**config.mk**
```make
export PLATFORM = sky130hd
export DESIGN_NAME = dm_cache_top
export DESIGN_NICKNAME = d
export VERILOG_FILES = /design/src/design/cache_pkg.sv /design/src/design/store_format.sv /design/src/design/cache_store.sv /design/src/design/bus_master.sv /design/src/design/cache_ctrl.sv /design/src/design/dm_cache_top.sv
export VERILOG_INCLUDE_DIRS = /design/src /design/src/design
export SDC_FILE = /design/constraint.sdc
export NUM_CORES = 1
export LEC_CHECK = 0
export CAP_MARGIN = 25
export CELL_PAD_IN_SITES_DETAIL_PLACEMENT = 2
export CELL_PAD_IN_SITES_GLOBAL_PLACEMENT = 2
export CORE_MARGIN = 5
export CORE_UTILIZATION = 50
export CTS_CLUSTER_SIZE = 8
export DETAILED_ROUTE_END_ITERATION = 6
export DONT_BUFFER_PORTS = 1
export HOLD_SLACK_MARGIN = 0.06
export PLACE_DENSITY_LB_ADDON = 0.1
export SYNTH_ARGS = -nofsm -noshare
export SYNTH_HDL_FRONTEND = slang
export SYNTH_HIERARCHICAL = 1
export SYNTH_SLANG_ARGS = --single-unit
```
**constraint.sdc**
```tcl
create_clock -name cpu_clock_i -period 8.4 [get_ports cpu_clock_i]
set_clock_uncertainty 0.1 [all_clocks]
set_input_delay 0 -clock cpu_clock_i [delete_from_list [all_inputs] [get_ports cpu_clock_i]]
set_output_delay 0 -clock cpu_clock_i [all_outputs]
set_load 0.03 [all_outputs]
```
**src/design/cache_macros.svh**
```systemverilog
`ifndef CACHE_MACROS_SVH
`define CACHE_MACROS_SVH

// word address width of the backing memory
`define CACHE_AW 12

// number of sets, power of two
`define CACHE_SETS 16

// byte lanes per word
`define CACHE_SEL_W 4

`endif

```
**src/design/cache_pkg.sv**
```systemverilog
`default_nettype none

`include "cache_macros.svh"

package cache_pkg;

    localparam int SET_W = $clog2(`CACHE_SETS);
    localparam int TAG_W = `CACHE_AW - SET_W;

    typedef logic [31:0]            word_t;
    typedef logic [`CACHE_AW+1:0]   byte_addr_t;
    typedef logic [`CACHE_AW-1:0]   wb_adr_t;
    typedef logic [SET_W-1:0]       set_t;
    typedef logic [TAG_W-1:0]       tag_t;
    typedef logic [`CACHE_SEL_W-1:0] sel_t;
    typedef logic [1:0]             mem_size_t;

    localparam mem_size_t SZ_BYTE = 2'd0;
    localparam mem_size_t SZ_HALF = 2'd1;
    localparam mem_size_t SZ_WORD = 2'd2;

    typedef struct packed {
        byte_addr_t addr;
        word_t      data;
        mem_size_t  size;
        logic       write;
        logic       valid;
    } cpu_req_t;

    typedef struct packed {
        logic    cyc;
        logic    stb;
        logic    we;
        wb_adr_t adr;
        word_t   dat;
        sel_t    sel;
    } wb_req_t;

    typedef struct packed {
        logic  stall;
        logic  ack;
        word_t dat;
        logic  err;
    } wb_rsp_t;

    typedef struct packed {
        logic  hit;
        word_t data;
    } lookup_t;

    typedef struct packed {
        logic  done;
        logic  err;
        logic  we;
        word_t rdata;
    } bus_done_t;

    typedef enum logic [1:0] {
        B_IDLE,
        B_REQ,
        B_WAIT
    } bus_state_t;

endpackage

`default_nettype wire

```
**src/design/store_format.sv**
```systemverilog
`default_nettype none

module store_format
    import cache_pkg::*;
(
    input  wire word_t     data_i,
    input  wire logic [1:0] offset_i,
    input  wire mem_size_t size_i,
    output word_t          data_o,
    output sel_t           sel_o
);

    always_comb begin
        data_o = data_i;
        sel_o  = '1;
        case (size_i)
            SZ_BYTE: begin
                // byte copied to every lane, select picks the one addressed
                data_o = {4{data_i[7:0]}};
                sel_o  = sel_t'(1) << offset_i;
            end
            SZ_HALF: begin
                // only offset bit 1 matters for halfwords
                data_o = {2{data_i[15:0]}};
                if (offset_i[1]) begin
                    sel_o = 4'b1100;
                end else begin
                    sel_o = 4'b0011;
                end
            end
            SZ_WORD: begin
                data_o = data_i;
                sel_o  = '1;
            end
            default: begin
                // unused size code, treated as a full word
                data_o = data_i;
                sel_o  = '1;
            end
        endcase
    end

endmodule

`default_nettype wire

```
**src/design/cache_store.sv**
```systemverilog
`default_nettype none

`include "cache_macros.svh"

module cache_store
    import cache_pkg::*;
(
    input  wire logic       cpu_clock_i,
    input  wire logic       rst_n_i,
    input  wire byte_addr_t addr_i,
    input  wire logic       install_i,
    input  wire word_t      fill_data_i,
    input  wire logic       update_i,
    input  wire word_t      update_data_i,
    input  wire sel_t       update_sel_i,
    output lookup_t         lookup_o
);

    set_t set_idx;
    tag_t addr_tag;

    tag_t  tag_mem  [`CACHE_SETS];
    word_t data_mem [`CACHE_SETS];
    logic [`CACHE_SETS-1:0] valid_q;

    // word address split, byte offset is not part of the index
    assign set_idx  = addr_i[SET_W+1:2];
    assign addr_tag = addr_i[$bits(byte_addr_t)-1:SET_W+2];

    always_ff @(posedge cpu_clock_i or negedge rst_n_i) begin
        if (!rst_n_i) begin
            valid_q <= '0;
        end else if (install_i) begin
            valid_q[set_idx] <= 1'b1;
        end
    end

    always_ff @(posedge cpu_clock_i) begin
        if (install_i) begin
            tag_mem[set_idx]  <= addr_tag;
            data_mem[set_idx] <= fill_data_i;
        end else if (update_i) begin
            // write-through hit, merge the stored lanes only
            for (int i = 0; i < `CACHE_SEL_W; i++) begin
                if (update_sel_i[i]) begin
                    data_mem[set_idx][8*i +: 8] <= update_data_i[8*i +: 8];
                end
            end
        end
    end

    always_comb begin
        lookup_o.hit  = valid_q[set_idx] && (tag_mem[set_idx] == addr_tag);
        lookup_o.data = data_mem[set_idx];
    end

    // fill comes from a read, update from a write, never both at once
    a_install_update_excl: assert property (
        @(posedge cpu_clock_i) disable iff (!rst_n_i)
        !(install_i && update_i)
    );

endmodule

`default_nettype wire

```
**src/design/bus_master.sv**
```systemverilog
`default_nettype none

module bus_master
    import cache_pkg::*;
(
    input  wire logic    cpu_clock_i,
    input  wire logic    rst_n_i,
    input  wire logic    start_i,
    input  wire logic    we_i,
    input  wire wb_adr_t adr_i,
    input  wire word_t   dat_i,
    input  wire sel_t    sel_i,
    input  wire wb_rsp_t wb_i,
    output wb_req_t      wb_o,
    output bus_done_t    done_o,
    output logic         busy_o
);

    bus_state_t state_q;
    logic       cyc_q;
    logic       stb_q;
    logic       we_q;
    wb_adr_t    adr_q;
    word_t      dat_q;
    sel_t       sel_q;
    logic       accept;
    logic       ending;

    // request phase ends on the first cycle without stall
    assign accept = (state_q == B_REQ) && !wb_i.stall;
    // ack/err may already come with the accepted request
    assign ending = ((state_q == B_WAIT) || accept) && (wb_i.ack || wb_i.err);

    always_ff @(posedge cpu_clock_i or negedge rst_n_i) begin
        if (!rst_n_i) begin
            state_q <= B_IDLE;
            cyc_q   <= 1'b0;
            stb_q   <= 1'b0;
        end else begin
            case (state_q)
                B_IDLE: begin
                    if (start_i) begin
                        cyc_q   <= 1'b1;
                        stb_q   <= 1'b1;
                        state_q <= B_REQ;
                    end
                end
                B_REQ: begin
                    if (accept) begin
                        stb_q <= 1'b0;
                        if (ending) begin
                            cyc_q   <= 1'b0;
                            state_q <= B_IDLE;
                        end else begin
                            state_q <= B_WAIT;
                        end
                    end
                end
                B_WAIT: begin
                    if (ending) begin
                        cyc_q   <= 1'b0;
                        state_q <= B_IDLE;
                    end
                end
                default: begin
                    cyc_q   <= 1'b0;
                    stb_q   <= 1'b0;
                    state_q <= B_IDLE;
                end
            endcase
        end
    end

    // transfer payload, held for the whole cycle
    always_ff @(posedge cpu_clock_i) begin
        if ((state_q == B_IDLE) && start_i) begin
            we_q  <= we_i;
            adr_q <= adr_i;
            dat_q <= dat_i;
            sel_q <= we_i ? sel_i : '1;
        end
    end

    always_comb begin
        wb_o.cyc = cyc_q;
        wb_o.stb = stb_q;
        wb_o.we  = we_q;
        wb_o.adr = adr_q;
        wb_o.dat = dat_q;
        wb_o.sel = sel_q;

        done_o.done  = ending;
        done_o.err   = ending && wb_i.err;
        done_o.we    = we_q;
        done_o.rdata = wb_i.dat;
    end

    assign busy_o = (state_q != B_IDLE);

    a_no_start_busy: assert property (
        @(posedge cpu_clock_i) disable iff (!rst_n_i)
        start_i |-> !busy_o
    );

    a_stb_in_cyc: assert property (
        @(posedge cpu_clock_i) disable iff (!rst_n_i)
        wb_o.stb |-> wb_o.cyc
    );

endmodule

`default_nettype wire

```
**src/design/cache_ctrl.sv**
```systemverilog
`default_nettype none

module cache_ctrl
    import cache_pkg::*;
(
    input  wire logic      cpu_clock_i,
    input  wire logic      rst_n_i,
    input  wire cpu_req_t  cpu_req_i,
    input  wire lookup_t   lookup_i,
    input  wire logic      busy_i,
    input  wire bus_done_t done_i,
    output logic           start_o,
    output logic           we_o,
    output wb_adr_t        adr_o,
    output word_t          dat_o,
    output sel_t           sel_o,
    output logic           install_o,
    output logic           update_o,
    output logic           cpu_stall_o,
    output logic           cpu_err_o
);

    word_t fmt_data;
    sel_t  fmt_sel;
    logic  rd_req;
    logic  wr_req;
    logic  done_err;

    store_format u_fmt (
        .data_i   (cpu_req_i.data),
        .offset_i (cpu_req_i.addr[1:0]),
        .size_i   (cpu_req_i.size),
        .data_o   (fmt_data),
        .sel_o    (fmt_sel)
    );

    assign rd_req   = cpu_req_i.valid && !cpu_req_i.write;
    assign wr_req   = cpu_req_i.valid && cpu_req_i.write;
    assign done_err = done_i.done && done_i.err;

    // every store goes out, loads only on a miss
    assign start_o = (wr_req || (rd_req && !lookup_i.hit)) && !busy_i && !done_i.done;
    assign we_o    = cpu_req_i.write;
    assign adr_o   = cpu_req_i.addr[$bits(byte_addr_t)-1:2];
    assign dat_o   = fmt_data;
    assign sel_o   = fmt_sel;

    // fill on a clean read, lane merge only if the store address is cached
    assign install_o = done_i.done && !done_i.err && !done_i.we;
    assign update_o  = done_i.done && !done_i.err && done_i.we && lookup_i.hit;

    // a read is released by the install edge, or right away on error
    assign cpu_stall_o = (rd_req && !lookup_i.hit && !done_err) ||
                         (wr_req && !done_i.done);

    assign cpu_err_o = done_err;

    // the CPU must hold its request across a stall
    a_req_stable: assert property (
        @(posedge cpu_clock_i) disable iff (!rst_n_i)
        cpu_stall_o |=> $stable(cpu_req_i)
    );

endmodule

`default_nettype wire

```
**src/design/dm_cache_top.sv**
```systemverilog
`default_nettype none

module dm_cache_top
    import cache_pkg::*;
(
    input  wire logic     cpu_clock_i,
    input  wire logic     rst_n_i,
    input  wire cpu_req_t cpu_req_i,
    input  wire wb_rsp_t  wb_i,
    output word_t         cpu_data_o,
    output logic          cpu_stall_o,
    output logic          cpu_err_o,
    output wb_req_t       wb_o
);

    lookup_t   lookup;
    bus_done_t bus_done;
    logic      bus_start;
    logic      bus_we;
    logic      bus_busy;
    wb_adr_t   bus_adr;
    word_t     bus_dat;
    sel_t      bus_sel;
    logic      install;
    logic      update;

    cache_store u_store (
        .cpu_clock_i   (cpu_clock_i),
        .rst_n_i       (rst_n_i),
        .addr_i        (cpu_req_i.addr),
        .install_i     (install),
        .fill_data_i   (bus_done.rdata),
        .update_i      (update),
        .update_data_i (bus_dat),
        .update_sel_i  (bus_sel),
        .lookup_o      (lookup)
    );

    bus_master u_bus (
        .cpu_clock_i (cpu_clock_i),
        .rst_n_i     (rst_n_i),
        .start_i     (bus_start),
        .we_i        (bus_we),
        .adr_i       (bus_adr),
        .dat_i       (bus_dat),
        .sel_i       (bus_sel),
        .wb_i        (wb_i),
        .wb_o        (wb_o),
        .done_o      (bus_done),
        .busy_o      (bus_busy)
    );

    cache_ctrl u_ctrl (
        .cpu_clock_i (cpu_clock_i),
        .rst_n_i     (rst_n_i),
        .cpu_req_i   (cpu_req_i),
        .lookup_i    (lookup),
        .busy_i      (bus_busy),
        .done_i      (bus_done),
        .start_o     (bus_start),
        .we_o        (bus_we),
        .adr_o       (bus_adr),
        .dat_o       (bus_dat),
        .sel_o       (bus_sel),
        .install_o   (install),
        .update_o    (update),
        .cpu_stall_o (cpu_stall_o),
        .cpu_err_o   (cpu_err_o)
    );

    assign cpu_data_o = lookup.data;

endmodule

`default_nettype wire

```
==> flow_summary_export.csv <==
group,metric,value,unit
run_status,status,"completed",
worst_setup_path,critPathCaptureType,"register",
drt,dr.pass1.iters,5,
yosys,yosysTopAreaCell,"edfxtp_1",
yosys,synth_area_leaders,"edfxtp_1, mux4_2, mux2_2, dfrtp_1, buf_4",
yosys,synth.cell_area,0.0283,mm²
clock_network,cts_buffer_depth,3,
drt,vias,14569,
yosys,synth.distinct_cells,48,
worst_setup_path,startpoint,"u_bus/state_q[1]$_DFFE_PN0P_",
worst_setup_path,crit_path_start_kind,"register",
global_route,grt_pass1_wl,124,mm
yosys,synth_flop_cell,"edfxtp_1",
timing,finalCriticalPeriod,4730,ps
die,fp.dieH,248,µm
clock_network,cts_sinks,709,
timing,hold_viol,0,
yosys,synth.net_count,1394,
min_path,hold_depth,1,
timing,max_freq,0.211,GHz
clock_network,cts_tree,"yes",
yosys,yosysTopAreaCellShare,73.1,%
yosys,synth-edff-count,689,
yosys,synthTopCellsByCount,"edfxtp_1, mux4_2, nor2_1",
yosys,yosysWarnings,6,
yosys,async_reset_ff_share,2.82,%
cells_and_area,regArea,0.0212,mm²
global_route,track_usage,29.2,%
die,core,0.0563,mm²
drt,wl_per_cell,39.5,µm
drt,drt_iter0_markers,1657,
pwr,p_total,8.44,mW
placement,gp_congestion,0.762,
clock_network,ctsResizeCount,0,
worst_setup_path,rr_startpoint,"u_bus/state_q[1]$_DFFE_PN0P_",
cells_and_area,area_delta_synth_final,15.6,%
worst_setup_path,r2r_slack,3670,ps
placement,place_hpwl,50.9,mm
die,io_pins,172,
pwr,power_density,258,mW/mm²
worst_setup_path,critical_path.max_fanout,17,
drt,drc_errors,0,
worst_setup_path,crit_required,8610,ps
cells_and_area,design_area,0.0327,mm²
die,fp-row-count,87,
yosys,seq_area_frac_synth,74.8,%
global_route,antenna_found_initial,13,
drt,viasPerCell,6.50,
clock_network,h-tree-depth,3,
timing,max_slew_margin,24.3,%
timing,fin_tns_setup,0,ps
pwr,p_leak,10.4,nW
min_path,hold_class,"input port to register",
yosys,netlist_instances,1304,
timing,setup_viol,0,
clock_network,numCtsBuffers,98,
cells_and_area,fillers,4521,
clock_network,clk_pin_slew,60,ps
global_route,grt_overflow,0,
timing,maxSlewViolCount,0,
drt,wirelength,88.5,mm
die,initial_core_util,50.3,%
min_path,min_to,"u_bus/dat_q[7]$_DFFE_PP_",
cells_and_area,layout-drive-gt1-share,27.8,%
yosys,yosysMostFrequentCell,"edfxtp_1",
cells_and_area,layout.nets,1530,
global_route,grt_max_degree,168,
yosys,ys_ff_latch,709,
pwr,peakVddDrop,0.000150,V
worst_setup_path,worst-setup-path-type,"register to register",
yosys,synth.avg_cell_area,21.7,µm²
clock_network,root_buffer,"clkbuf_16",
placement,io_buffers,0,
worst_setup_path,r2r_cells,8,
drt,ant_nets,0,
die,dieArea,0.0615,mm²
die,chipWidth,248,µm
run,maxCapViolations,0,
placement,placed_area,0.0286,mm²
timing,post-route-period-util,56.3,%
worst_setup_path,r2r_end,"u_store/data_mem[0][7]$_DFFE_PP_",
global_route,grt_pass1_vias,15615,
min_path,hp-start,"cpu_req_i[11]",
clock_network,clk_latency,650,ps
worst_setup_path,arrival,4940,ps
timing,rsz0062_at_grt,"no",
timing,tightest_slew,1130,ps
cells_and_area,multi_input_area,0.00636,mm²
-- timing repair --
| item | CTS | global route |
|---|---|---|
| hold buffers | 133 | 1 |
| setup buffers | 0 | 0 |
| endpoints found under the hold margin | 713 | 1 |
-- cell usage in the layout (no fill, tap or decap), drive strengths merged, types with 2 or more instances in the layout --
| cell | synthesis | final |
|---|---|---|
| a21o | 3 | 3 |
| clkinv | 1 | 2 |
| nor2b | 5 | 5 |
| nand2 | 25 | 25 |
| inv | 7 | 9 |
| a22o | 2 | 2 |
| o21bai | 2 | 2 |
| clkbuf | 22 | 138 |
| xnor2 | 6 | 6 |
| a21oi | 5 | 5 |
| mux2 | 54 | 54 |
| edfxtp | 689 | 689 |
| nor3b | 2 | 2 |
| o21ai | 10 | 10 |
| mux2i | 24 | 24 |
| mux4 | 197 | 197 |
| buf | 93 | 19 |
| nand3 | 9 | 9 |
| or2 | 16 | 16 |
| dfrtp | 20 | 20 |
| nand2b | 5 | 5 |
| and2 | 4 | 4 |
| dlygate4sd3 | 0 | 131 |
| nor2 | 90 | 90 |
| diode | 0 | 5 |
| ha | 3 | 3 |
-- critical path, stage by stage, from the launching register on --
cell	delay, ps
dfrtp_1	420
inv_1	130
ha_1	250
a21oi_2	110
nor2_1	420
nor3b_1	820
clkinv_1	830
nand3_1	700
mux2_2	600
-- final cells by class --
| class | count | share of cell area, % |
|---|---|---|
| clock buffers | 137 | 8.13 |
| diodes | 5 | 0.0382 |
| inverters | 8 | 0.0917 |
| multi-input cells | 472 | 19.4 |
| clock inverters | 3 | 0.0688 |
| flip-flops and latches | 709 | 64.7 |
| well taps | 756 | 2.89 |
| repair buffers | 151 | 4.62 |
-- stage by stage --
step / utilization (%) / instances / setup slack, ps / hold WS (ps)
finish: 58.2 / 2241 / 3670 / 139
global route: 58.2 / 2240 / 3590 / 78.5
CTS: 58.0 / 2230 / 3930 / 80.1
detailed placement: 50.9 / 1957 / 4020 / -394
global placement: 50.8 / 1956 / 4160 / -394
floorplan: - / 1304 / 5140 / -396
-- cell families (layout without fill, tap and decap cells) --
family | Yosys count | after routing | synth area share [%]
flops | 709 | 709 | 74.8
other cells | 0 | 5 | 0
mux | 275 | 275 | 18.7
fa+ha+maj | 3 | 3 | 0.133
xor+xnor | 7 | 7 | 0.217
buf+inv | 123 | 299 | 2.73
simple gates | 161 | 161 | 2.67
compound gates | 26 | 26 | 0.747
-- flip-flops by register name, indices dropped and copies added (netlist names), 2 cells and up --
register / cells
u_bus/sel_q: 4
u_bus/dat_q: 32
u_bus/adr_q: 12
u_store/tag_mem: 128
u_store/data_mem: 512
u_bus/state_q: 2
u_store/valid_q: 16
-- routing by layer --
metal,GRT usage [%],wire length [µm]
met5,0,80
met4,8.86,2450
met3,7.59,7730
met2,47.5,44100
met1,39.3,34200
-- report_power, final --
| part | internal [mW] | switching [mW] | total [mW] | leakage (nW) |
|---|---|---|---|---|
| clock | 2.16 | 1.47 | 3.62 | 1.30 |
| sequential | 4.01 | 0.141 | 4.16 | 6.46 |
| combinational | 0.270 | 0.391 | 0.661 | 2.68 |
| total | 6.44 | 2.00 | 8.44 | 10.4 |
-- worst max path at each step --
stage	end
after floorplan	u_store/data_mem[12][0]$_DFFE_PP_
after global placement	u_store/data_mem[4][21]$_DFFE_PP_
after detailed placement	u_store/data_mem[5][21]$_DFFE_PP_
after CTS	u_store/data_mem[6][21]$_DFFE_PP_
after global routing	u_store/data_mem[8][7]$_DFFE_PP_
final	u_store/data_mem[0][7]$_DFFE_PP_
No activity file was read; power rests on OpenSTA's default activity.
